## src/common/cpu_pkg.sv

```systemverilog
package cpu_pkg;

  localparam int WORD_W = 16;
  localparam int ADDR_W = 8;
  localparam int REG_W  = 3;
  localparam int OPC_W  = 3;

  typedef logic [WORD_W-1:0] word_t;
  typedef logic [ADDR_W-1:0] addr_t;
  typedef logic [REG_W-1:0]  reg_idx_t;
  typedef logic [1:0]        alu_op_t;
  typedef logic [1:0]        shift_op_t;
  typedef logic [1:0]        reg_sel_t;
  typedef logic [1:0]        wb_sel_t;

  localparam logic [OPC_W-1:0] OPC_MOV  = 3'b110;
  localparam logic [OPC_W-1:0] OPC_ALU  = 3'b101;
  localparam logic [OPC_W-1:0] OPC_LDR  = 3'b011;
  localparam logic [OPC_W-1:0] OPC_STR  = 3'b100;
  localparam logic [OPC_W-1:0] OPC_HALT = 3'b111;

  localparam alu_op_t   ALU_ADD    = 2'b00;
  localparam alu_op_t   ALU_AND    = 2'b10;
  localparam alu_op_t   ALU_NOT    = 2'b11;
  localparam alu_op_t   OP_MOV_IMM = 2'b10; // op field of MOV Rn,#imm8

  localparam shift_op_t SH_NONE = 2'b00;
  localparam shift_op_t SH_LSL  = 2'b01;
  localparam shift_op_t SH_LSR  = 2'b10;
  localparam shift_op_t SH_ASR  = 2'b11;

  localparam reg_sel_t  REG_RM = 2'b00;
  localparam reg_sel_t  REG_RD = 2'b01;
  localparam reg_sel_t  REG_RN = 2'b10;

  localparam wb_sel_t   WB_C      = 2'b00;
  localparam wb_sel_t   WB_SXIMM8 = 2'b10;
  localparam wb_sel_t   WB_MDATA  = 2'b11;

  typedef struct packed {
    logic [OPC_W-1:0] opcode;
    alu_op_t          alu_op;
    shift_op_t        shift_op;
    word_t            sximm5;
    word_t            sximm8;
    reg_idx_t         reg_idx;
  } decoded_t;

  typedef struct packed {
    wb_sel_t wb_sel;
    logic    w_en;
    logic    en_a;
    logic    en_b;
    logic    en_c;
    logic    sel_a; // A operand forced to zero
    logic    sel_b; // B operand is sximm5
  } dp_ctrl_t;

  typedef struct packed {
    logic ram_w_en;
    logic sel_addr; // address from pc
    logic load_pc;
    logic clear_pc; // pc takes start_pc
    logic load_addr;
    logic load_ir;
  } mem_ctrl_t;

  typedef enum logic [4:0] {
    S_RESET_PC,
    S_FETCH_ADDR,
    S_FETCH_IR,
    S_DECODE,
    S_WRITE_IMM,
    S_LOAD_A,
    S_LOAD_B,
    S_ALU,
    S_WRITE_C,
    S_ADDR_CALC,
    S_LOAD_DAR,
    S_MEM_READ,
    S_WRITE_MDATA,
    S_LOAD_B_ST,
    S_PASS_B,
    S_MEM_WRITE,
    S_HALT
  } ctrl_state_t;

endpackage

```

## src/verilog/fetch_unit.sv

```systemverilog
`timescale 1ns/10ps

module fetch_unit (
  input  logic               clk,
  input  logic               rst_n,
  input  cpu_pkg::addr_t     start_pc,
  input  cpu_pkg::mem_ctrl_t mem_ctrl,
  input  cpu_pkg::word_t     ram_r_data,
  input  cpu_pkg::word_t     c_out,
  output cpu_pkg::word_t     ir,
  output cpu_pkg::addr_t     ram_addr
);
  import cpu_pkg::*;

  addr_t pc;
  addr_t pc_next;
  addr_t dar; // data address register

  assign pc_next  = mem_ctrl.clear_pc ? start_pc : pc + addr_t'(1);
  assign ram_addr = mem_ctrl.sel_addr ? pc : dar;

  always_ff @(posedge clk or negedge rst_n) begin
    if (!rst_n) begin
      pc  <= '0;
      ir  <= '0;
      dar <= '0;
    end else begin
      if (mem_ctrl.load_pc) begin
        pc <= pc_next;
      end
      if (mem_ctrl.load_ir) begin
        ir <= ram_r_data;
      end
      if (mem_ctrl.load_addr) begin
        dar <= c_out[ADDR_W-1:0]; // low byte of computed address
      end
    end
  end

endmodule

```

## config.mk

```make
export PLATFORM = sky130hd
export DESIGN_NAME = fetch_unit
export DESIGN_NICKNAME = d
export VERILOG_FILES = /design/src/common/cpu_pkg.sv /design/src/verilog/fetch_unit.sv
export SDC_FILE = /design/constraint.sdc
export NUM_CORES = 1
export LEC_CHECK = 0
export BUFFER_PORTS_ARGS = -buffer_cell sky130_fd_sc_hd__buf_2
export CAP_MARGIN = 20
export CORE_MARGIN = 2
export CORE_UTILIZATION = 41
export CTS_BUF_LIST = sky130_fd_sc_hd__clkbuf_16
export DETAILED_ROUTE_END_ITERATION = 10
export PLACE_DENSITY = 0.75
export SYNTH_ARGS = -nofsm -noshare
export SYNTH_HDL_FRONTEND = slang
export SYNTH_SLANG_ARGS = --single-unit
```

## constraint.sdc

```tcl
create_clock -name clk -period 1.4 [get_ports clk]
set_input_delay 0.21 -clock clk [delete_from_list [all_inputs] [get_ports clk]]
set_output_delay 0.21 -clock clk [all_outputs]
set_load 0.05 [all_outputs]
```

After elaboration in Yosys (flattened, before gate mapping)
Index checks and enable logic that the tools add are counted.
{"block": "word_totals", "elab_cells": 6, "reg_bits": 32, "output_inout_bits": 24}
{"block": "classes", "mux": 2, "addsub": 1}
{"operator": "two-way mux 8 bit", "count": 2}
{"operator": "adder 8 x 1 -> 8 bit (second input constant)", "count": 1}

Logic depth before layout (Yosys ltp)
{"block": "depth", "ltp_word": 2, "depth_mapped": 5, "ltp_nobuf": 4}

Worst setup path after synthesis
OpenSTA, ideal clock, no wires.
{"block": "synth_path", "path_kind": "reg2reg", "from": "reg pc[0]", "to": "reg pc[6]", "synth_period_minus_slack_ns": 1.329, "setup_slack_ns": 0.071, "path_stages_with_launch": 5, "setup_time_ns": 0.069, "arrival_time_ns": 1.261, "required_time_ns": 1.331, "path_cell_list": "dfrtp_1 > ha_1 > nand3_1 > or4_1 > nand3_1"}
{"block": "synth_via", "elab_chain_cells": 2}
{"element": "from (decl)", "line_no": "fetch_unit.sv:15", "source": "addr_t pc;"}
{"element": "from (signal assigned)", "line_no": "fetch_unit.sv:29", "source": "pc <= pc_next;"}
{"element": "adder 8 x 1 -> 8 bit", "line_no": "fetch_unit.sv:19", "source": "assign pc_next = mem_ctrl.clear_pc ? start_pc : pc + addr_t'(1);"}
{"element": "two-way mux 8 bit", "line_no": "fetch_unit.sv:19"}
Every way passes these cells.
A chain may end at the register's enable or synchronous reset.

Worst setup path after layout
{"block": "layout_path", "from": "reg pc[0]", "to": "out ram_addr[0]"}
{"block": "layout_via", "elab_chain_cells": 1}
{"element": "two-way mux 8 bit", "line_no": "fetch_unit.sv:20", "source": "assign ram_addr = mem_ctrl.sel_addr ? pc : dar;"}
{"element": "to (decl)", "line_no": "fetch_unit.sv:11", "source": "output cpu_pkg::addr_t ram_addr"}
Every way passes these cells.

==> flow_summary.toml <==
[timing]
hold_violations = 0
rsz0062_at_grt = "yes"
maxClockFrequency_ghz = 0.697
fin_skew_ns = 0.00426
tns_ns = -0.0675
finalWorstSetupSlack_ns = -0.0343
setup_viol = 2
relSlewSlack_pct = 75.6
fin_crit_sh_pct = 102
period_minus_slack_ns = 1.43
tightest_slew_ns = 0.366
drv_slew = 0

[logic_synthesis]
syn_area_um2 = 1480
syn_avg_cell_area_um2 = 12.9
yosysSeqAreaShare_pct = 54.0
synth_edf_count = 0
yosys-top-cells-area = "dfrtp_1, mux2_2, a22o_1"
synthFlopType = "dfrtp_1"
yosysUniqueCellTypes = 25
synth_top_area_cell = "dfrtp_1"
syn_nets = 164
ys_warn_count = 0
async_flop_share_pct = 100
synth_cells = 115
yosys.area.top_type_share_pct = 54.0
ys_ff_latch = 32

[grt]
grt_pass1_vias = 1245
grt_pass1_wl_um = 5870
gr-total-overflow = 0
grt_usage_pct = 18.7
antenna_found_initial = 0
grt_max_degree = 19

[critical_path]
cp-startpoint = "pc[0]$_DFFE_PN0P_"
timing.rr.end = "pc[7]$_DFFE_PN0P_"
r2r-start = "pc[0]$_DFFE_PN0P_"
cp-endpoint = "ram_addr[0]"
crit_type = "reg -> out"
cp-end-kind = "output port"
ff2ff_setup_slack_ns = 0.01
reg2regPathDepth = 5
critPathLaunchType = "flip-flop"
required_ns = 1.19
crit_fanout = 3
worst_ep_arrival_time_ns = 1.22

[clock_tree]
clock_sinks = 32
cts_tree = "done"
clock-root-buffer = "clkbuf_16"
cts_buffer_depth = 2
path_clk_slew_ns = 0.05
cts_buffers = 5
h-tree-depth = 2
clkLatencyLatePin_ns = 0.27

[routing]
routed_wirelength_um = 3590
vias = 1231
first_iter_violations = 12
vias_per_cell = 5.11
ant_nets = 0
wl_per_cell_um = 14.9
drt-pass1-iter-count = 4
drc = 0

[pwr]
p_leak_nw = 1.04
ir_worst_vdd_mv = 0.956
p_per_area_nw_per_um2 = 1470
total_power_mw = 3.20

[run_status]
violations = "setup timing"
status = "finished, violations left"

[floorplan]
core_area_um2 = 3420
die_width_um = 64.2
die_height_um = 64.2
start_util_pct = 43.4
dieArea_um2 = 4120
io_pins = 72
row_count = 21

[placement]
dpl.hpwl_um = 2550
placed_cells = 221
place.gp.congestion = 0.818
numPortBuffers = 62

[finish]
final_nets = 243
drive_gt1_share_pct = 63.1
stdcell_count = 241
n_antenna_cell = 0
area_growth_syn_to_layout_pct = 46.9

[hold_path]
hp-class = "in -> reg"

[flow_run]
maxCapViolations = 0
==> cell type report <==
| class | count | area, um2 |
|---|---|---|
| Tap cell | 46 | 57.6 |
| Sequential cell | 32 | 805 |
| Fill cell | 277 | 1240 |
| Timing Repair Buffer | 79 | 493 |
| Clock buffer | 5 | 125 |
| Multi-Input combinational cell | 76 | 661 |
| Clock inverter | 3 | 38.8 |
==> critical path: stages, from the launching register on <==
cell	delay (ns)
dfrtp_1	0.40
buf_6	0.14
mux2_4	0.26
buf_8	0.15
==> cell usage in the layout (no fill, tap or decap) <==
cell type	instances
a211oi_1	1
a21oi_1	1
a22o_1	4
a311oi_2	1
a31oi_1	2
and3_1	2
buf_12	1
buf_2	55
buf_4	18
buf_6	2
buf_8	2
bufinv_16	1
clkbuf_16	5
clkinv_2	1
dfrtp_1	29
dfrtp_2	3
dlygate4sd3_1	1
ha_2	1
inv_1	1
mux2_2	30
mux2_4	2
mux2i_1	1
nand2_1	3
nand2b_1	2
nand2b_4	1
nand3_1	5
nand4_1	1
nor2_1	3
nor2b_1	4
o211ai_1	1
o21ai_0	6
o31ai_1	2
or2b_1	1
or4_1	2
==> synth_stat cells, types with 2 or more instances <==
| cell | n |
|---|---|
| buf_2 | 4 |
| a22o_1 | 4 |
| o31ai_1 | 2 |
| a31oi_1 | 2 |
| nor2b_1 | 4 |
| nand2_1 | 3 |
| or4_1 | 2 |
| nand2b_1 | 2 |
| o21ai_0 | 6 |
| dfrtp_1 | 32 |
| mux2_2 | 32 |
| clkbuf_1 | 2 |
| nor2_1 | 3 |
| nand3_1 | 5 |
| and3_1 | 2 |
==> per-layer routing <==
metal  track usage [%]  vias up  routed length [um]  part of all wire (%)
li1                  -      581                   -                     -
met1              22.6      601                1430                    40
met2              30.6       37                1890                    52
met3              5.11       12                 161                   4.5
met4              9.57        0                 116                   3.2
met5                 0        -                   0                     0
==> stage by stage <==
| step | utilization, % | setup WS, ns | hold WS (ns) | instance area, um2 |
|---|---|---|---|---|
| final | 63.8 | -0.0343 | 0.167 | 2180 |
| after detailed placement | 54.5 | 0.0516 | 0.142 | 1860 |
| after floorplan | - | 0.0708 | -0.0856 | 1480 |
| after CTS | 61.6 | -0.0324 | 0.164 | 2100 |
| after global routing | 63.8 | -0.0537 | 0.165 | 2180 |
| after global placement | 54.5 | 0.0895 | 0.141 | 1860 |
==> timing repair <==
| action | CTS | global route |
|---|---|---|
| endpoints found under the hold margin | 14 | 0 |
| pin swaps | 0 | 0 |
| gates resized for setup | 15 | 7 |
| endpoints found under the setup margin | 5 | 10 |
| hold buffers | 1 | 0 |
| buffers inserted | 3 | 8 |
==> registers in the layout, indices dropped and copies added, names as in the netlist <==
register and flops:
dar 8, ir 16, pc 8
==> power by group <==
group	internal (mW)	switching (mW)	leakage [nW]
logic	0.373	0.528	0.582
registers	1.04	0.0729	0.372
clock network	0.827	0.360	0.0850
==> logic make-up (layout without fill, tap and decap cells) <==
logic type | after synthesis | count (layout) | synth area share, %
simple gates | 24 | 24 | 9.44
fa+ha+maj | 1 | 1 | 0.843
mux | 33 | 33 | 25.0
flops | 32 | 32 | 54.0
buf+inv | 7 | 87 | 2.61
compound gates | 18 | 18 | 8.18
==> worst min path at each step <==
stage                        start            endpoint  slack (ns)  cells after the start
CTS                  ram_r_data[9]   ir[9]$_DFFE_PN0P_        0.16                      2
global route         ram_r_data[9]   ir[9]$_DFFE_PN0P_        0.16                      2
floorplan                    rst_n  dar[0]$_DFFE_PN0P_       -0.09                      0
global placement             rst_n   pc[1]$_DFFE_PN0P_        0.14                      1
detailed placement           rst_n   pc[1]$_DFFE_PN0P_        0.14                      1
finish              ram_r_data[10]  ir[10]$_DFFE_PN0P_        0.17                      2
(Power assumes the default switching activity.)
