## src/common/cpu_pkg.sv

```systemverilog
package cpu_pkg;

  localparam int WORD_W = 16;
  localparam int ADDR_W = 8;
  localparam int REG_W  = 3;
  localparam int OPC_W  = 3;

  typedef logic [WORD_W-1:0] word_t;
  typedef logic [ADDR_W-1:0] addr_t;
  typedef logic [REG_W-1:0]  reg_idx_t;
  typedef logic [1:0]        alu_op_t;
  typedef logic [1:0]        shift_op_t;
  typedef logic [1:0]        reg_sel_t;
  typedef logic [1:0]        wb_sel_t;

  localparam logic [OPC_W-1:0] OPC_MOV  = 3'b110;
  localparam logic [OPC_W-1:0] OPC_ALU  = 3'b101;
  localparam logic [OPC_W-1:0] OPC_LDR  = 3'b011;
  localparam logic [OPC_W-1:0] OPC_STR  = 3'b100;
  localparam logic [OPC_W-1:0] OPC_HALT = 3'b111;

  localparam alu_op_t   ALU_ADD    = 2'b00;
  localparam alu_op_t   ALU_AND    = 2'b10;
  localparam alu_op_t   ALU_NOT    = 2'b11;
  localparam alu_op_t   OP_MOV_IMM = 2'b10; // op field of MOV Rn,#imm8

  localparam shift_op_t SH_NONE = 2'b00;
  localparam shift_op_t SH_LSL  = 2'b01;
  localparam shift_op_t SH_LSR  = 2'b10;
  localparam shift_op_t SH_ASR  = 2'b11;

  localparam reg_sel_t  REG_RM = 2'b00;
  localparam reg_sel_t  REG_RD = 2'b01;
  localparam reg_sel_t  REG_RN = 2'b10;

  localparam wb_sel_t   WB_C      = 2'b00;
  localparam wb_sel_t   WB_SXIMM8 = 2'b10;
  localparam wb_sel_t   WB_MDATA  = 2'b11;

  typedef struct packed {
    logic [OPC_W-1:0] opcode;
    alu_op_t          alu_op;
    shift_op_t        shift_op;
    word_t            sximm5;
    word_t            sximm8;
    reg_idx_t         reg_idx;
  } decoded_t;

  typedef struct packed {
    wb_sel_t wb_sel;
    logic    w_en;
    logic    en_a;
    logic    en_b;
    logic    en_c;
    logic    sel_a; // A operand forced to zero
    logic    sel_b; // B operand is sximm5
  } dp_ctrl_t;

  typedef struct packed {
    logic ram_w_en;
    logic sel_addr; // address from pc
    logic load_pc;
    logic clear_pc; // pc takes start_pc
    logic load_addr;
    logic load_ir;
  } mem_ctrl_t;

  typedef enum logic [4:0] {
    S_RESET_PC,
    S_FETCH_ADDR,
    S_FETCH_IR,
    S_DECODE,
    S_WRITE_IMM,
    S_LOAD_A,
    S_LOAD_B,
    S_ALU,
    S_WRITE_C,
    S_ADDR_CALC,
    S_LOAD_DAR,
    S_MEM_READ,
    S_WRITE_MDATA,
    S_LOAD_B_ST,
    S_PASS_B,
    S_MEM_WRITE,
    S_HALT
  } ctrl_state_t;

endpackage

```

## src/verilog/instr_decoder.sv

```systemverilog
`timescale 1ns/10ps

module instr_decoder (
  input  cpu_pkg::word_t    ir,
  input  cpu_pkg::reg_sel_t reg_sel,
  output cpu_pkg::decoded_t dec
);
  import cpu_pkg::*;

  logic mem_format;

  // LDR and STR carry imm5 in bits 4:0, so there is no shift field there
  assign mem_format = (ir[15:13] == OPC_LDR) || (ir[15:13] == OPC_STR);

  always_comb begin
    dec.opcode   = ir[15:13];
    dec.alu_op   = ir[12:11];
    dec.shift_op = mem_format ? SH_NONE : ir[4:3];
    dec.sximm5   = {{(WORD_W-5){ir[4]}}, ir[4:0]};
    dec.sximm8   = {{(WORD_W-8){ir[7]}}, ir[7:0]};
    case (reg_sel)
      REG_RD:  dec.reg_idx = ir[7:5];
      REG_RN:  dec.reg_idx = ir[10:8];
      default: dec.reg_idx = ir[2:0]; // rm
    endcase
  end

endmodule

```

## config.mk

```make
export PLATFORM = sky130hd
export DESIGN_NAME = instr_decoder
export DESIGN_NICKNAME = d
export VERILOG_FILES = /design/src/common/cpu_pkg.sv /design/src/verilog/instr_decoder.sv
export SDC_FILE = /design/constraint.sdc
export NUM_CORES = 1
export LEC_CHECK = 0
export BUFFER_PORTS_ARGS = -buffer_cell sky130_fd_sc_hd__buf_2
export CORE_AREA = 2 2 39 41
export DETAILED_ROUTE_END_ITERATION = 10
export DIE_AREA = 0 0 41 43
export GPL_TIMING_DRIVEN = 0
export MAX_ROUTING_LAYER = met4
export PLACE_DENSITY = 0.81
export SYNTH_ARGS = -nofsm -noshare
export SYNTH_HDL_FRONTEND = slang
export SYNTH_SLANG_ARGS = --single-unit
```

## constraint.sdc

```tcl
create_clock -name vclk -period 0.96
set_input_delay 0.048 -clock vclk [all_inputs]
set_output_delay 0.048 -clock vclk [all_outputs]
set_load 0.1 [all_outputs]
```

# Yosys cells after proc, flatten, opt, wreduce, memory -nomap -nowiden
# Cells that the tools add are included.
# W data, S select, Z words.
classes:
  addsub: 0
  mul: 0
  div: 0
  order_cmp: 0
  n_eq_ne: 4
  shift: 0
  muxes: 2
  bitwise: 0
  reduce_logical: 1
ops:
  columns: ["operator", "n"]
  rows:
  - ["$pmux W3 S2", 1]
  - ["$eq A3 B2 Y1 const B", 1]
  - ["$eq A3 B3 Y1 const B", 1]
  - ["$eq A2 B1 Y1 const B", 1]
  - ["$eq A2 B2 Y1 const B", 1]
  - ["$mux W2", 1]
  - ["$logic_or A1 B1 Y1", 1]
totals:
  reg_bits: 0
  latchBits: 0
  ram_bits: 0
  romBits: 0
  input_bits: 18
  word_cells: 7
  n_memories: 0

# Logic depth before layout (Yosys ltp)
# Gate-level depths: netlist of run 1.
logic_depth:
  ltp_word: 3
  mapped_depth: 4

# Worst setup path after synthesis of run 1
# OpenSTA, ideal clock, no wires.
synth_timing:
  path_type: "input -> output"
  from: "input reg_sel[0]"
  to: "output dec[0] (netlist bit)"
  t_arrival_ns: 2.546
  required_time_ns: 0.912
  setup_slack_ns: -1.634
  cell_stages: 3
  n_path_buf: 0
  path_cell_list: "inv_1 > ha_1 > o21ai_0"
synth_lines:
  columns: ["item", "line", "source"]
  rows:
  - ["from (decl)", "instr_decoder.sv:5", "input cpu_pkg::reg_sel_t reg_sel,"]
  - ["to (decl)", "instr_decoder.sv:6", "output cpu_pkg::decoded_t dec"]

==> reports/metrics.csv, run 1 <==
metric;value;unit
final wirelength;1140;µm
CP delay by family, top;adder cells;
Hold WS;0.480;ns
register area share after synthesis;0;
Worst-Margin Slew;0.493;ns
Avg WL per Cell;8.90;µm
Setup TNS;-0.00671;ns
Crit path required time;0.91;ns
Vias;470;
DPL Wire Length;960;µm
critical path class;input port to output pin;
NumNets Final;134;
Leak;0.496;nW
Post-Route Utilization;0.614;
crit path from;reg_sel[0];
Core Footprint;1380;µm²
Max Transition Viols Final;0;
CLK BUF;0;
initial antenna violation count;0;
Global Route Usage Sum;0.118;
area share of the largest cell type after synthesis;0.712;
final hold vios;0;
final-layout fill cell count;122;
register area;0;µm²
IO Pins;60;
Maximum Capacitance Violations;0;
Mapped Area;390;µm²
GRT overflow;0;
I/O Buffers;58;
most frequent cell after synthesis;buf_4;
Pre-Repair DR Iteration Count;1;
Rel. slew slack;0.674;
Synth cell types;8;
WP buf/inv;3;
synth-to-layout area growth;118;%
largest net degree at the start of global routing;15;
Routed Antenna Nets;0;
RSZ-0062 raised after global routing;yes;
Area contributors post-synth;buf_4 (71%), ha_1 (6.4%), a22oi_1 (5.8%), nor3b_1 (5.8%), o21ai_0 (3.8%);
max incr delay on CP;0.34;ns
routability cong.;0.644;
Pwr Density;1390;nW/µm²
first-pass GRT wire length;1520;µm
Hold Buf Count CTS;0;
critical-path maximum fanout;6;
vias in the first global route;367;
CP Capture Type;output pin;
Synth area leader;buf_4;
Die X-Extent;41;µm
Synth Instances;54;
max frequency;1030;MHz
Post-CTS Setup Bufs;0;
share of layout cells above drive strength 1;0.955;
Crit-path slowest cell;ha_4;
crit-path cells;buf_2, inv_1, ha_4, nand2_1, o21ai_4, buf_12;
Remaining DRCs;0;
synth cell count leaders;buf_4 (37), a22oi_1 (3), nand2_1 (3), nor3b_1 (3), o21ai_0 (3);
antenna cell count;0;
Setup crit start kind;input port;
Synth warnings;0;
WHS Path Cells;2;
Die Y-Extent;43;µm
flip-flop and latch count;0;
VDD IR max;0.000681;V
failing checks;negative setup slack;
Avg Inst Size Synth;7.23;µm²
fin worst setup slack;-0.00671;ns
Post-Syn Nets;74;
FP Rows;14;
drt via density;3.67;
Tmin final;0.967;ns
Initial Utilization;0.282;
outcome;finished, violations left;
Setup Viol. Count Final;1;
DR iter-0 viols;0;
Crit path depth;6;
Die Outline Area;1760;µm²
Multi-input gate area;196;µm²
Tcrit/Tclk final;1.01;
CP arrival;0.92;ns
Hold Startpoint;ir[11];
Hold Crit Class;input port to output pin;
-- per-stage QoR --
| step | area, µm² | instances | setup WS, ns | total power [mW] |
|---|---|---|---|---|
| final | 850 | 128 | -0.00671 | 1.18 |
| after global routing | 850 | 128 | -0.0279 | 1.21 |
| after CTS | 837 | 128 | 0.00828 | 1.18 |
| after detailed placement | 782 | 128 | -0.215 | 1.12 |
| after global placement | 782 | 128 | -0.200 | 1.11 |
| after floorplan | 472 | 54 | -0.200 | 0.971 |
-- cell families after synthesis --
group                      count (synthesis)  synth area share
AOI/OAI and AO/OA                          6            0.0961
and+or+nand+nor                            7             0.109
adders and majority gates                  2            0.0641
buffers and inverters                     39             0.731
-- where the power goes --
part           switching, mW  total [mW]  internal [mW]
combinational          0.898        1.18          0.285
clock                      0           0              0
sequential                 0           0              0
total                  0.898        1.18          0.285
-- path summary, 6_finish.rpt --
| path | slack, ns | endpoint |
|---|---|---|
| max | -0.007 | dec[2] |
| min | 0.48 | dec[37] |
-- final cells by class --
type | count | area share
repair buffers | 58 | 0.409
plain buffers | 37 | 0.327
multi-input cells | 15 | 0.231
well taps | 16 | 0.0236
inverters | 2 | 0.00884
-- what timing repair did --
item | 4_1_cts | 5_1_grt
resized for setup | 15 | 3
endpoints found under the hold margin | 0 | 0
endpoints found under the setup margin | 5 | 5
-- placed cells by master (no fill, tap or decap) --
cell / count
buf_6: 2
inv_1: 1
nand2_1: 3
buf_12: 3
buf_2: 53
inv_2: 1
buf_4: 37
o21ai_4: 3
ha_4: 1
nor3b_2: 1
and3b_1: 1
nor3b_4: 2
a22oi_2: 3
ha_2: 1
-- metal layers --
layer | up-vias | routed length [µm] | part of all wire | GRT usage
met2 | 13 | 717 | 0.63 | 0.238
met1 | 204 | 367 | 0.32 | 0.123
met5 | - | 0 | 0 | -
met3 | 0 | 54 | 0.047 | 0
li1 | 253 | - | - | -
met4 | 0 | 0 | 0 | 0
(Power assumes the default switching activity.)
==> inputs of run 2 (changes only) <==
--- a/config.mk
+++ b/config.mk
@@ -14,2 +14,3 @@
 export PLACE_DENSITY = 0.81
+export SKIP_LAST_GASP = 1
 export SYNTH_ARGS = -nofsm -noshare
==> constraint.sdc (replaced) <==
create_clock -name vclk -period 0.96
set_input_delay 0.192 -clock vclk [all_inputs]
set_output_delay 0.192 -clock vclk [all_outputs]
set_load 0.1 [all_outputs]
==> run 2 against run 1 <==
  * The run still ends with negative setup slack left
  * Die area is the same
  * Via count rose by 11%
  * Highest routed layer is now met4
  * Worst setup slack worse by 0.23 ns
  * Non-clock buffer count unchanged
  * Final cell count unchanged
==> reports/metrics.csv, run 2 (same netlist as run 1, synthesis figures left out) <==
metric;value;unit
outcome;finished, violations left;
failing checks;negative setup slack;
CP arrival;1.00;ns
critical-path maximum fanout;6;
Post-CTS Setup Bufs;0;
commonest non-fill, non-tap cell in the layout;buf_4;
Pre-Repair DR Iteration Count;2;
synth-to-layout area growth;189;%
share of layout cells above drive strength 1;1.00;
Hold WS;0.768;ns
drt via density;4.08;
max frequency;839;MHz
register area;0;µm²
Die Y-Extent;43;µm
fin cells;128;
placed insts;128;
Global Route Usage Sum;0.161;
GRT overflow;0;
final hold vios;0;
Setup TNS;-1.11;ns
Hold Crit Class;input port to output pin;
most frequent cells in the layout;buf_4 (49), buf_6 (23), buf_2 (12);
largest net degree at the start of global routing;15;
vias in the first global route;443;
Setup Viol. Count Final;5;
CP Capture Type;output pin;
Vias;522;
Die Outline Area;1760;µm²
Worst-Margin Slew;0.494;ns
Tmin final;1.19;ns
NumNets Final;134;
IO Pins;60;
antenna cell count;0;
critical path class;input port to output pin;
Rel. slew slack;0.673;
Total Power;1.34;mW
Maximum Capacitance Violations;0;
Max Transition Viols Final;0;
Setup crit start kind;input port;
first-pass GRT wire length;2020;µm
Die X-Extent;41;µm
Avg WL per Cell;12.3;µm
initial antenna violation count;0;
Core Footprint;1380;µm²
routability cong.;0.632;
Post-DP Area;800;µm²
Finished Cell Area;1130;µm²
Remaining DRCs;0;
fin worst setup slack;-0.232;ns
VDD IR max;0.000741;V
Routed Antenna Nets;0;
flip-flop and latch count;0;
CLK BUF;0;
DR iter-0 viols;1;
Hold Buf Count CTS;0;
Leak;0.592;nW
RSZ-0062 raised after global routing;yes;
FP Rows;14;
Tcrit/Tclk final;1.24;
Pwr Density;1190;nW/µm²
Initial Utilization;0.282;
I/O Buffers;58;
final wirelength;1570;µm
Crit path required time;0.77;ns
[run 2: cell types whose count changed in the layout (fill, tap and decap cells not counted), sizes merged]
| cell | before | now |
|---|---|---|
| buf | 95 | 93 |
| clkbuf | 0 | 2 |
[run 2: through the flow]
stage	utilization	setup slack [ns]
5_1_grt	0.815	-0.261
3_3_place_gp	0.578	-0.528
6_report	0.815	-0.232
3_5_place_dp	0.578	-0.547
2_1_floorplan	-	-0.488
4_1_cts	0.770	-0.233
[run 2: what timing repair did]
action | 4_1_cts | 5_1_grt
resized for setup | 81 | 17
endpoints found under the setup margin | 40 | 22
pin swaps | 5 | 2
[run 2: power by group]
group | switching [mW] | total (mW) | internal [mW]
clock network | 0 | 0 | 0
registers | 0 | 0 | 0
logic | 0.936 | 1.34 | 0.407
[run 2: area by class of cell]
type	instances	area, µm²
timing repair buffer	58	584
buffer	37	278
fill	80	256
multi-input combinational	15	230
tap	16	20.0
inverter	2	15.0
[run 2: worst paths after layout]
| kind | cells past startpoint | startpoint | slack, ns | to |
|---|---|---|---|---|
| worst min-delay path | 2 | ir[12] | 0.77 | dec[38] |
| worst max-delay path | 6 | reg_sel[0] | -0.23 | dec[0] |
[run 2: layer usage]
metal | track usage | vias up | routed length (µm)
met5 | - | - | 0
met4 | 0 | 0 | 19
met3 | 0.00524 | 2 | 192
met2 | 0.313 | 41 | 875
met1 | 0.177 | 224 | 480
li1 | - | 255 | -
[run 2: worst max-delay path, stage by stage]
cell	delay [ns]
buf_8	0.09
inv_6	0.03
ha_4	0.36
nand2_4	0.07
o21ai_4	0.07
buf_12	0.19
==> inputs of run 3 (changes only) <==
REMOVE_ABC_BUFFERS = 1   (was unset)
==> run 3 against run 2 <==
  * The run still ends with negative setup slack left
  * Via count fell by 25%
  * Non-clock buffer count fell by 38
  * Worst setup slack improved by 0.015 ns
  * First-iteration DRC count rose to 5.0 times the previous value
  * Maximum frequency rose by 1.3%
  * Sequential share of layout area did not move
  * Total power fell by 21%
  * Utilization fell by 35 points
  * Cell area fell by 43%
  * Routed wire length fell by 23%
  * Global-route usage fell by 4.2 points
  * Clock-buffer cell count did not move
  * Critical path type unchanged
  * Largest cell class unchanged
  * Largest power group unchanged
  * Highest routed layer is now met3
==> reports/metrics.csv, run 3 (same netlist as run 1, synthesis figures left out) <==
metric;value;unit
outcome;finished, violations left;
failing checks;negative setup slack;
Leak;0.346;nW
drt via density;4.37;
register area;0;µm²
RSZ-0062 raised after global routing;yes;
max frequency;849;MHz
Pwr Density;1650;nW/µm²
antenna cell count;0;
final wirelength;1200;µm
share of layout cells above drive strength 1;0.959;
Pre-Repair DR Iteration Count;4;
Tcrit/Tclk final;1.23;
Remaining DRCs;0;
Tmin final;1.18;ns
Die Y-Extent;43;µm
Initial Utilization;0.282;
commonest non-fill, non-tap cell in the layout;buf_2;
Die Outline Area;1760;µm²
critical path class;input port to output pin;
critical-path maximum fanout;3;
DR iter-0 viols;5;
IO Pins;60;
Routed Antenna Nets;0;
crit-path cells;buf_8, inv_4, ha_4, a22oi_1, o21ai_2, buf_6;
Rel. slew slack;0.667;
vias in the first global route;348;
CP Capture Type;output pin;
CP arrival;0.99;ns
Hold Startpoint;ir[11];
Hold Crit Class;input port to output pin;
flip-flop and latch count;0;
Setup TNS;-1.18;ns
Avg WL per Cell;13.3;µm
Setup Viol. Count Final;14;
Setup crit start kind;input port;
VDD IR max;0.000495;V
final hold vios;0;
pre-CTS setup slack;-0.544;ns
Die X-Extent;41;µm
Hold Buf Count CTS;0;
Crit-path slowest cell;buf_6;
Vias;393;
max incr delay on CP;0.24;ns
I/O Buffers;56;
GRT overflow;0;
Maximum Capacitance Violations;0;
initial antenna violation count;0;
fin worst setup slack;-0.217;ns
NumNets Final;96;
synth-to-layout area growth;66.0;%
largest net degree at the start of global routing;15;
most frequent cells in the layout;buf_2 (24), buf_4 (19), buf_6 (11);
Core Footprint;1380;µm²
CLK BUF;0;
crit path from;reg_sel[0];
Worst-Margin Slew;0.503;ns
Crit path required time;0.77;ns
routability cong.;0.515;
Global Route Usage Sum;0.119;
first-pass GRT wire length;1480;µm
FP Rows;14;
Max Transition Viols Final;0;
Hold WS;0.385;ns
[run 3: cell types whose count changed in the layout (fill, tap and decap cells not counted), sizes merged]
cell | before | now
buf | 93 | 57
clkbuf | 2 | 0
[run 3: what timing repair did]
item | in CTS | in global routing
gates resized for setup | 58 | 10
buffers inserted | 1 | 0
pin swaps | 6 | 1
cloned | 0 | 0
endpoints found under the setup margin | 27 | 18
[run 3: final timing paths]
path,cells after the start,end,slack [ns]
min,0,dec[37],0.38
max,6,dec[1],-0.22
[run 3: final cells by class]
class	count	area, µm²
Inverter	2	10.0
Fill cell	126	736
Multi-Input combinational cell	15	176
Timing Repair Buffer	57	442
Tap cell	16	20.0
[run 3: layer usage]
layer  wire (µm)  global-route usage  up-vias
met4           0                   0        0
met5           0                   -        -
met2         729               0.284       33
li1            -                   -      179
met3         147                   0        0
met1         322              0.0791      181
[run 3: where the power goes]
group | switching (mW) | internal [mW]
combinational | 0.845 | 0.222
sequential | 0 | 0
clock | 0 | 0
total | 0.845 | 0.222
[run 3: through the flow]
| step | cell area (µm²) | total power [mW] | utilization | cells |
|---|---|---|---|---|
| CTS | 606 | 1.03 | 0.438 | 90 |
| finish | 648 | 1.07 | 0.468 | 90 |
| global route | 648 | 1.09 | 0.468 | 90 |
| floorplan | 113 | 0.188 | - | 17 |
| global placement | 413 | 0.905 | 0.298 | 89 |
| detailed placement | 413 | 0.908 | 0.298 | 89 |
[run 3: worst max-delay path, delay by kind of cell]
kind                       cells  cell delay (ns)
AOI/OAI and AO/OA              2             0.25
adders and majority gates      1             0.14
buffers and inverters          3             0.39
