$ cat src/common/cpu_pkg.sv
package cpu_pkg;

  localparam int WORD_W = 16;
  localparam int ADDR_W = 8;
  localparam int REG_W  = 3;
  localparam int OPC_W  = 3;

  typedef logic [WORD_W-1:0] word_t;
  typedef logic [ADDR_W-1:0] addr_t;
  typedef logic [REG_W-1:0]  reg_idx_t;
  typedef logic [1:0]        alu_op_t;
  typedef logic [1:0]        shift_op_t;
  typedef logic [1:0]        reg_sel_t;
  typedef logic [1:0]        wb_sel_t;

  localparam logic [OPC_W-1:0] OPC_MOV  = 3'b110;
  localparam logic [OPC_W-1:0] OPC_ALU  = 3'b101;
  localparam logic [OPC_W-1:0] OPC_LDR  = 3'b011;
  localparam logic [OPC_W-1:0] OPC_STR  = 3'b100;
  localparam logic [OPC_W-1:0] OPC_HALT = 3'b111;

  localparam alu_op_t   ALU_ADD    = 2'b00;
  localparam alu_op_t   ALU_AND    = 2'b10;
  localparam alu_op_t   ALU_NOT    = 2'b11;
  localparam alu_op_t   OP_MOV_IMM = 2'b10; // op field of MOV Rn,#imm8

  localparam shift_op_t SH_NONE = 2'b00;
  localparam shift_op_t SH_LSL  = 2'b01;
  localparam shift_op_t SH_LSR  = 2'b10;
  localparam shift_op_t SH_ASR  = 2'b11;

  localparam reg_sel_t  REG_RM = 2'b00;
  localparam reg_sel_t  REG_RD = 2'b01;
  localparam reg_sel_t  REG_RN = 2'b10;

  localparam wb_sel_t   WB_C      = 2'b00;
  localparam wb_sel_t   WB_SXIMM8 = 2'b10;
  localparam wb_sel_t   WB_MDATA  = 2'b11;

  typedef struct packed {
    logic [OPC_W-1:0] opcode;
    alu_op_t          alu_op;
    shift_op_t        shift_op;
    word_t            sximm5;
    word_t            sximm8;
    reg_idx_t         reg_idx;
  } decoded_t;

  typedef struct packed {
    wb_sel_t wb_sel;
    logic    w_en;
    logic    en_a;
    logic    en_b;
    logic    en_c;
    logic    sel_a; // A operand forced to zero
    logic    sel_b; // B operand is sximm5
  } dp_ctrl_t;

  typedef struct packed {
    logic ram_w_en;
    logic sel_addr; // address from pc
    logic load_pc;
    logic clear_pc; // pc takes start_pc
    logic load_addr;
    logic load_ir;
  } mem_ctrl_t;

  typedef enum logic [4:0] {
    S_RESET_PC,
    S_FETCH_ADDR,
    S_FETCH_IR,
    S_DECODE,
    S_WRITE_IMM,
    S_LOAD_A,
    S_LOAD_B,
    S_ALU,
    S_WRITE_C,
    S_ADDR_CALC,
    S_LOAD_DAR,
    S_MEM_READ,
    S_WRITE_MDATA,
    S_LOAD_B_ST,
    S_PASS_B,
    S_MEM_WRITE,
    S_HALT
  } ctrl_state_t;

endpackage

$ cat src/verilog/sequencer.sv
`timescale 1ns/10ps

module sequencer (
  input  logic               clk,
  input  logic               rst_n,
  input  cpu_pkg::decoded_t  dec,
  output cpu_pkg::dp_ctrl_t  dp_ctrl,
  output cpu_pkg::mem_ctrl_t mem_ctrl,
  output cpu_pkg::reg_sel_t  reg_sel,
  output logic               halted
);
  import cpu_pkg::*;

  ctrl_state_t state;
  ctrl_state_t state_next;

  always_ff @(posedge clk or negedge rst_n) begin
    if (!rst_n) begin
      state <= S_RESET_PC;
    end else begin
      state <= state_next;
    end
  end

  always_comb begin
    state_next = state;
    case (state)
      S_RESET_PC:   state_next = S_FETCH_ADDR;
      S_FETCH_ADDR: state_next = S_FETCH_IR;
      S_FETCH_IR:   state_next = S_DECODE;
      S_DECODE: begin
        state_next = S_HALT; // anything unrecognised stops the core
        case (dec.opcode)
          OPC_MOV: begin
            if (dec.alu_op == OP_MOV_IMM) begin
              state_next = S_WRITE_IMM;
            end else if (dec.alu_op == ALU_ADD) begin
              state_next = S_LOAD_B;
            end
          end
          OPC_ALU: begin
            if (dec.alu_op == ALU_ADD || dec.alu_op == ALU_AND) begin
              state_next = S_LOAD_A;
            end else if (dec.alu_op == ALU_NOT) begin
              state_next = S_LOAD_B; // mvn
            end
          end
          OPC_LDR, OPC_STR: begin
            if (dec.alu_op == ALU_ADD) begin
              state_next = S_LOAD_A;
            end
          end
          default: state_next = S_HALT;
        endcase
      end
      S_LOAD_A:      state_next = (dec.opcode == OPC_ALU) ? S_LOAD_B : S_ADDR_CALC;
      S_LOAD_B:      state_next = S_ALU;
      S_ALU:         state_next = S_WRITE_C;
      S_ADDR_CALC:   state_next = S_LOAD_DAR;
      S_LOAD_DAR:    state_next = (dec.opcode == OPC_LDR) ? S_MEM_READ : S_LOAD_B_ST;
      S_MEM_READ:    state_next = S_WRITE_MDATA;
      S_LOAD_B_ST:   state_next = S_PASS_B;
      S_PASS_B:      state_next = S_MEM_WRITE;
      S_WRITE_IMM,
      S_WRITE_C,
      S_WRITE_MDATA,
      S_MEM_WRITE:   state_next = S_FETCH_ADDR; // instruction done
      S_HALT:        state_next = S_HALT;
      default:       state_next = S_RESET_PC;
    endcase
  end

  // control decode, one set of levels per state
  always_comb begin
    dp_ctrl  = '0;
    mem_ctrl = '0;
    reg_sel  = REG_RM;
    case (state)
      S_RESET_PC: begin
        mem_ctrl.load_pc  = 1'b1;
        mem_ctrl.clear_pc = 1'b1;
      end
      S_FETCH_ADDR: begin
        mem_ctrl.sel_addr = 1'b1;
      end
      S_FETCH_IR: begin
        mem_ctrl.sel_addr = 1'b1;
        mem_ctrl.load_ir  = 1'b1;
        mem_ctrl.load_pc  = 1'b1; // pc + 1
      end
      S_WRITE_IMM: begin
        reg_sel        = REG_RN;
        dp_ctrl.wb_sel = WB_SXIMM8;
        dp_ctrl.w_en   = 1'b1;
      end
      S_LOAD_A: begin
        reg_sel      = REG_RN;
        dp_ctrl.en_a = 1'b1;
      end
      S_LOAD_B: begin
        reg_sel      = REG_RM;
        dp_ctrl.en_b = 1'b1;
      end
      S_ALU: begin
        dp_ctrl.en_c  = 1'b1;
        dp_ctrl.sel_a = (dec.opcode == OPC_MOV); // mov is 0 + shifted rm
      end
      S_WRITE_C: begin
        reg_sel        = REG_RD;
        dp_ctrl.wb_sel = WB_C;
        dp_ctrl.w_en   = 1'b1;
      end
      S_ADDR_CALC: begin
        dp_ctrl.en_c  = 1'b1;
        dp_ctrl.sel_b = 1'b1; // rn + sximm5
      end
      S_LOAD_DAR: begin
        mem_ctrl.load_addr = 1'b1;
      end
      S_MEM_READ: begin
        mem_ctrl.sel_addr = 1'b0; // dar drives the ram
      end
      S_WRITE_MDATA: begin
        reg_sel        = REG_RD;
        dp_ctrl.wb_sel = WB_MDATA;
        dp_ctrl.w_en   = 1'b1;
      end
      S_LOAD_B_ST: begin
        reg_sel      = REG_RD;
        dp_ctrl.en_b = 1'b1;
      end
      S_PASS_B: begin
        dp_ctrl.en_c  = 1'b1;
        dp_ctrl.sel_a = 1'b1; // c = rd, becomes write data
      end
      S_MEM_WRITE: begin
        mem_ctrl.ram_w_en = 1'b1;
      end
      default: begin
        dp_ctrl  = '0;
        mem_ctrl = '0;
      end
    endcase
  end

  assign halted = (state == S_HALT);

endmodule

$ cat config.mk
export PLATFORM = sky130hd
export DESIGN_NAME = sequencer
export DESIGN_NICKNAME = d
export VERILOG_FILES = /design/src/common/cpu_pkg.sv /design/src/verilog/sequencer.sv
export SDC_FILE = /design/constraint.sdc
export NUM_CORES = 1
export LEC_CHECK = 0
export ABC_AREA = 1
export BUFFER_PORTS_ARGS = -buffer_cell sky130_fd_sc_hd__buf_2
export CORE_MARGIN = 2
export CORE_UTILIZATION = 37
export DETAILED_ROUTE_END_ITERATION = 10
export PLACE_DENSITY = 0.89
export SYNTH_ARGS = -nofsm -noshare
export SYNTH_HDL_FRONTEND = slang
export SYNTH_SLANG_ARGS = --single-unit
$ cat constraint.sdc
create_clock -name clk -period 2.45 [get_ports clk]
set_input_delay 0 -clock clk [delete_from_list [all_inputs] [get_ports clk]]
set_output_delay 0 -clock clk [all_outputs]
set_load 0.05 [all_outputs]
# == After elaboration in Yosys (flattened, before gate mapping) ==
# Index checks and enable logic that the tools add are counted.
# word_totals
elab_cells,56
input_bits,44
mem_count,0
mem_bits_ro,0
regBits,5
ramBits,0
latch_bits,0
output_inout_bits,17
# op_classes
bitwise_logic,0
n_div,0
n_mul,0
magnitude_cmp,0
reduce_logical,11
shifts,0
n_mux,22
n_addsub,0
eq_ne,22
# op_table
cell,n
5-bit case mux with 13 select lines,1
5-bit by 4-bit equality test with 1-bit output (second input constant),8
5-bit two-way mux,5
5-bit by 3-bit equality test with 1-bit output (second input constant),4
5-bit case mux with 3 select lines,1
5-bit by 2-bit equality test with 1-bit output (second input constant),2
1-bit two-way mux,10
2-bit OR reduction,5
3-bit equality test (second input constant),3
3-bit case mux with 3 select lines,1
3-bit OR reduction,2
5-bit by 1-bit equality test with 1-bit output (second input constant),1
5-bit equality test (second input constant),1
5-bit zero test,1
5-bit OR reduction,1
2-bit equality test (second input constant),2
4-bit two-way mux,1
2-bit case mux with 2 select lines,1
3-bit by 2-bit equality test with 1-bit output (second input constant),1
3-bit two-way mux,1
2-bit zero test,1
1-bit case mux with 2 select lines,1
1-bit logical OR,1

# == Longest topological paths before layout ==
# Gate-level depths: netlist (run 1).
# logic_depth
word_depth,5
mapped_depth,7
ltp_nobuf,7

# == Worst setup path after synthesis (run 1) ==
# No wires, ideal clock.
# synth_timing
path_type,reg-to-reg
startpoint,register state[1]
endpoint,register state[4]
slack_ps,387
path_stages_with_launch,5
arrival_ps,1985
setup_ps,78
period_less_slack_ps,2063
path_buffers,0
t_required_ps,2372
path_cell_list,dfrtp_1 -> nor2_4 -> inv_1 -> nor3_1 -> o21bai_1
# synth_via
word_cells_on_any_way,19
cone_classes,eq/ne (16); mux (1); reduce/logical (2)
# synth_lines
item,line_no,source
start: declaration,sequencer.sv:14,ctrl_state_t state;
start signal: assignment,sequencer.sv:21,state <= state_next;
5-bit equality test,n/a,
net halted,sequencer.sv:10,output logic halted
5-bit case mux with 13 select lines,sequencer.sv:27,case (state)
net state_next[4],sequencer.sv:15,ctrl_state_t state_next;
# The timed path passes the listed nets, and every way through them passes these cells.

==> metrics.md, run 1 <==
| Metric | Value |
|---|---|
| Diodes inserted | `0` |
| Largest net degree at the start of global routing | `9` |
| Initial Util | `39.9%` |
| Gr ovfl total | `0` |
| Count leader, synth | `nand2_1` |
| Setup crit end kind | `output pin` |
| Detail Route Antenna Nets | `0` |
| # hold bufs at CTS | `1` |
| Die width | `44.3 um` |
| R2R depth | `7` |
| Post-synth top flop | `dfrtp_1` |
| DR WL met3 | `between 90 and 100 um` |
| Mapped Nets | `161` |
| Cells after Synth | `117` |
| Pwr Density | `1210 mW/mm^2` |
| CP required | `2.45 ns` |
| Top-area cell type share of the netlist area | `24.4%` |
| Largest area contributor in the netlist | `nand2_1` |
| Bufs on Longest Clock Path | `2` |
| Worst Clk Skew | `about 0.0025 ns` |
| Crit-path slowest cell | `dfrtp_1` |
| Final period util | `between 70% and 80%` |
| Fin. Hold Viols | `0` |
| Most numerous cell on the critical path | `nand2_1` |
| Routed WL | `1610 um` |
| Worst path bufs/invs | `2` |
| Max layer used | `met3` |
| Flops & latches, synth | `5` |
| M1 wire length | `694 um` |
| Worst reg2reg setup slack | `1.14 ns` |
| IO buf count | `23` |
| All-layer global routing usage | `17.8%` |
| Min-Delay Path Class | `input pin to async pin` |
| Regs by FF count | `state x5` |
| Number of enable flip-flop cells after synthesis | `0` |
| Post-CTS sizing | `0` |
| Met2 routed WL | `818 um` |
| RSZ-0062 raised after global routing | `false` |
| CTS Buf Count | `3` |
| Placed Cells | `156` |
| Hpwl dp | `1280 um` |
| # IOs | `61` |
| Worst Path Arrival | `1.73 ns` |
| Outcome | `complete, no violations` |
| Global-route wire length before repair | `between 2000 and 3000 um` |
| DR vias/cell | `4.83` |
| Fin. max-slew vios | `0` |
| Clk Tree Root Cell | `clkbuf_4` |
| Reg2reg end | `state[0]$_DFF_PN0_` |
| Syn. warnings | `0` |
| Pre-antenna DRT Iters | `4` |
| Max FFs per register | `5` |
| CP top delay family | `simple AND/OR/NAND/NOR gates` |
| Clk sinks | `5` |
| Peak supply drop | `0.644 mV` |
| Top cells by area, synth | `nand2_1 24%, dfrtp_1 21%, inv_1 14%, nor2_1 14%, nand3_1 10%` |
| CTS tree | `done` |
| Top cells by count, synth | `39 x nand2_1, 23 x inv_1, 23 x nor2_1` |
| Die extent in y | `44.3 um` |
| Fraction of registers with async set/reset | `100%` |
| Maxcap violations | `0` |
| Number of global-route vias before repair | `668` |
| Worst-path cell chain | `inv_1 -> nand2_1 -> nor2_1 -> nand2_1 -> o31ai_1 -> buf_2` |
| Critical path peak fanout | `5` |
| F_max | `579 MHz` |
| Biggest register | `state` |
| Reg2reg start | `state[4]$_DFF_PN0_` |
| Max incr delay on CP | `~0.42 ns` |
| Slew margin rel. | `79.7%` |
| Worst skew pair latency | `0.24 ns` |
| Sequential-to-total area share from yosys stat | `around a fifth` |
| H-tree depth | `1` |
| Fin crit period | `1.73 ns` |
| Reg clk slew, reported paths | `about 0.040 ns` |
| Count of different cell masters after synthesis | `14` |
| Final Wtd Congestion | `0.832` |
| Mapped Area | `601 sq um` |
| Worst Tran Pin Value | `roughly 0.3 ns` |
| Area delta synth->final | `28.5%` |
| TNS Setup | `0 ns` |
| Layout cells sized above 1 | `21.4%` |
| Routed len/inst | `9.99 um` |
| DRC viols | `0` |
| # Post-CTS Setup Buffers | `0` |
| Initial antenna violation count | `0` |
| Nets | `190` |
| Finish-stage setup viols | `0` |
| Drt initial violations | `27` |
| Core area | `0.00151 sq mm` |
| Fillers | `170` |
| Routed vias | `778` |
| Critical path class | `flop to output pin` |
| Leakage power | `0.526 nW` |
| Worst Setup Start Kind | `flop` |
| Total die area | `0.00196 sq mm` |
| Synth Area per Inst | `5.13 sq um` |
| Floorplan row count | `14` |
| Fin cells | `161` |
area by class of cell:
| type | instances | area, sq um | share of cell area [%] |
|---|---|---|---|
| Tap cell | 16 | 20.0 | 2.59 |
| Inverter | 23 | 86.3 | 11.2 |
| Clock buffer | 4 | 26.3 | 3.40 |
| Sequential cell | 5 | 125 | 16.2 |
| Multi-Input combinational cell | 89 | 389 | 50.4 |
| Timing Repair Buffer | 24 | 125 | 16.2 |
through the flow:
stage               util [%]  setup slack (ns)  area (sq um)  hold slack, ns  power (mW)
detailed placement      48.8              1.00           736          -0.186       0.827
CTS                     51.2             0.739           772           0.106       0.930
finish                  51.2             0.724           772           0.102       0.931
floorplan                  -             0.387           601          -0.296       0.689
global placement        48.8              1.05           736          -0.186       0.813
global route            51.2             0.570           772           0.118        1.00
per-layer routing:
| layer | up-vias | GRT usage (%) |
|---|---|---|
| li1 | 410 | - |
| met1 | 332 | 22.0 |
| met2 | 36 | 30.6 |
| met3 | 0 | 1.63 |
| met4 | 0 | 9.09 |
| met5 | - | 0 |
worst reg2reg max path: cells and delay by family, from the launching register on:
kind,cells,cell delay [ns]
simple gates,4,0.49
flops,1,0.37
buf+inv,2,0.27
compound gates,1,0.12
cell usage in the layout, fill, tap and decap left out:
master | synthesis | layout
nand2_2 | 1 | 1
o21ai_0 | 5 | 5
nand3_1 | 12 | 12
dfrtp_1 | 5 | 5
nand2_1 | 39 | 39
nor2_1 | 23 | 23
clkbuf_4 | 0 | 3
nand3b_1 | 1 | 1
dlygate4sd3_1 | 0 | 1
nor3_1 | 2 | 2
inv_1 | 23 | 23
nor2_4 | 1 | 1
buf_2 | 0 | 23
o31ai_1 | 1 | 1
a21oi_2 | 1 | 1
clkbuf_1 | 0 | 1
nor2_2 | 2 | 2
o21bai_1 | 1 | 1
power breakdown:
| part | switching [mW] | internal [mW] |
|---|---|---|
| sequential | 0.0506 | 0.115 |
| clock | 0.0312 | 0.0614 |
| combinational | 0.514 | 0.158 |
kinds of logic after synthesis:
kind of cell | share of synthesized area, %
AND/OR/NAND/NOR | 56.7
buffers and inverters | 14.4
AO/OA/AOI/OAI | 8.13
flip-flops | 20.8
worst max-delay path by stage:
stage	slack [ns]	start	cells after the start	to
3_5_place_dp	1.00	state[3]$_DFF_PN0_	6	dp_ctrl[1]
2_1_floorplan	0.39	state[1]$_DFF_PN0_	4	state[4]$_DFF_PN0_
6_report	0.72	state[3]$_DFF_PN0_	6	dp_ctrl[1]
3_3_place_gp	1.05	state[3]$_DFF_PN0_	6	dp_ctrl[1]
4_1_cts	0.74	state[3]$_DFF_PN0_	6	dp_ctrl[1]
5_1_grt	0.57	state[3]$_DFF_PN0_	6	dp_ctrl[1]
(Power assumes the default switching activity.)
==> inputs of run 2 (changes only) <==
- CORE_UTILIZATION: 37 -> 31
- PLACE_DENSITY: 0.89 -> 0.8
- clock period: 2.45 -> 1.4 ns (I/O delays scaled with it)
==> metrics.md, run 2 (synthesized netlist as in run 1, its figures left out) <==
| Metric | Value |
|---|---|
| Nets | `204 (was 190)` |
| Worst Tran Pin Value | `0.320 ns (was 0.304 ns)` |
| Regs by FF count | `state x5 (unchanged)` |
| # IOs | `61 (unchanged)` |
| Critical path peak fanout | `3 (was 5)` |
| Fin. Hold Viols | `0 (unchanged)` |
| CTS Buf Count | `3 (unchanged)` |
| Min-Delay Path Class | `input pin to async pin (unchanged)` |
| Outcome | `complete, no violations (unchanged)` |
| Pre-antenna DRT Iters | `4 (unchanged)` |
| Bufs on Longest Clock Path | `2 (unchanged)` |
| Peak supply drop | `0.852 mV (was 0.644 mV)` |
| Routed vias | `860 (was 778)` |
| Worst Path Arrival | `1.38 ns (was 1.73 ns)` |
| Worst skew pair latency | `0.24 ns (about the same)` |
| Reg clk slew, reported paths | `0.05 ns (was 0.04 ns)` |
| Critical path class | `flop to output pin (unchanged)` |
| Final period util | `98.4%` |
| Core area | `0.00178 sq mm (was 0.00151 sq mm)` |
| Clk Tree Root Cell | `clkbuf_4 (unchanged)` |
| Fin. max-slew vios | `0 (unchanged)` |
| Maxcap violations | `0 (unchanged)` |
| Layout cells sized above 1 | `42.8% (was 21.4%)` |
| Global-route wire length before repair | `2580 um (was 2600 um)` |
| DRC viols | `0 (unchanged)` |
| Drt initial violations | `18 (was 27)` |
| H-tree depth | `1 (unchanged)` |
| DR vias/cell | `4.67 (was 4.83)` |
| Fin Hold WS | `0.106 ns (was 0.102 ns)` |
| Hpwl dp | `1390 um (was 1280 um)` |
| Util after Layout | `60.3% (was 51.2%)` |
| Finish-stage setup viols | `0 (unchanged)` |
| Largest net degree at the start of global routing | `9 (unchanged)` |
| Leakage power | `0.634 nW (was 0.526 nW)` |
| Area delta synth->final | `79.0% (was 28.5%)` |
| F_max | `726 MHz` |
| All-layer global routing usage | `16.0% (was 17.8%)` |
| Initial Util | `33.7% (was 39.9%)` |
| Number of global-route vias before repair | `647 (was 668)` |
| Routed WL | `1960 um (was 1610 um)` |
| Detail Route Antenna Nets | `0 (unchanged)` |
| Setup crit end kind | `output pin (unchanged)` |
| CTS tree | `done (unchanged)` |
| Pwr Density | `1960 mW/mm^2 (was 1210 mW/mm^2)` |
| Fin crit period | `1.38 ns` |
| Die extent in y | `48.0 um (was 44.3 um)` |
| Worst Clk Skew | `0.00712 ns (was 0.00253 ns)` |
| CP required | `1.40 ns (was 2.45 ns)` |
| Clk sinks | `5 (unchanged)` |
| Total die area | `0.00231 sq mm (was 0.00196 sq mm)` |
| Final Wtd Congestion | `0.868 (was 0.832)` |
| Most common cell after layout, fill and taps aside | `nand2_1 (unchanged)` |
| Gr ovfl total | `0 (unchanged)` |
| Routed len/inst | `10.6 um (was 9.99 um)` |
| R2R depth | `7 (unchanged)` |
| RSZ-0062 raised after global routing | `true (was false)` |
| Die width | `48.0 um (was 44.3 um)` |
| Commonest non-fill, non-tap cells in the layout | `33 x nand2_1, 21 x nor2_1, 17 x inv_1 (was 39 x nand2_1, 23 x inv_1, 23 x nor2_1, 23 x buf_2, 12 x nand3_1)` |
| IO buf count | `23 (unchanged)` |
| Floorplan row count | `15 (was 14)` |
| Initial antenna violation count | `0 (unchanged)` |
| Biggest register | `state (unchanged)` |
| Worst Setup Start Kind | `flop (unchanged)` |
| Slew margin rel. | `78.6% (was 79.7%)` |
| Diodes inserted | `0 (unchanged)` |
| Max FFs per register | `5 (unchanged)` |
run 2: changes by cell type in the layout (fill, tap and decap cells not counted), moves of 4 or more:
cell / change
nor2_4: +4
buf_4: +16
nand2_1: -6
nand2_2: +5
inv_1: -6
buf_2: -16
inv_2: +5
buf_6: +11
run 2: worst max-delay path, cell delays in order, from the launching register on:
cell	delay, ns
dfrtp_1	0.40
buf_4	0.15
nor2_4	0.15
nand2_4	0.09
o31ai_4	0.18
buf_6	0.19
run 2: power breakdown:
group | internal, mW | switching [mW]
clock | 0.107 | 0.0522
combinational | 0.572 | 1.08
sequential | 0.208 | 0.0879
total | 0.887 | 1.22
run 2: area by class of cell:
class / count / area [sq um]
fill: 174 / 708
tap: 25 / 31.3
timing repair buffer: 38 / 319
inverter: 23 / 88.8
multi-input combinational: 89 / 482
sequential: 5 / 128
clock buffer: 4 / 26.3
run 2: repair_timing:
item,CTS,global route
resized for setup,20,34
hold buffers,1,0
setup buffers,1,8
pin swaps,1,5
setup endpoints to repair,14,16
endpoints found under the hold margin,5,0
cloned,0,0
run 2: worst paths after layout:
check | slack [ns] | to | startpoint
min | 0.11 | state[2]$_DFF_PN0_ | rst_n
min in group clk | 0.11 | state[0]$_DFF_PN0_ | dec[37]
min reg2reg | 0.70 | state[2]$_DFF_PN0_ | state[0]$_DFF_PN0_
max | 0.02 | dp_ctrl[1] | state[4]$_DFF_PN0_
max reg2reg | 0.10 | state[0]$_DFF_PN0_ | state[2]$_DFF_PN0_
max in group asynchronous | 1.14 | state[1]$_DFF_PN0_ | rst_n
run 2: through the flow:
stage	instances	setup WS [ns]	TNS, ns	cell area [sq um]	total power [mW]
after floorplan	117	0.000381	0	638	1.25
after global placement	170	0.0907	0	822	1.54
after detailed placement	170	0.0760	0	822	1.56
after CTS	176	0.000757	0	915	1.80
after global routing	184	-0.0310	-0.169	1070	2.25
final	184	0.0220	0	1070	2.11
run 2: routing by layer:
layer	GRT usage, %	share of wire (%)	routed length (um)
met5	0	0	0
met4	0	0	0
met3	3.40	3.1	61
met2	31.5	56	1090
met1	18.6	41	801
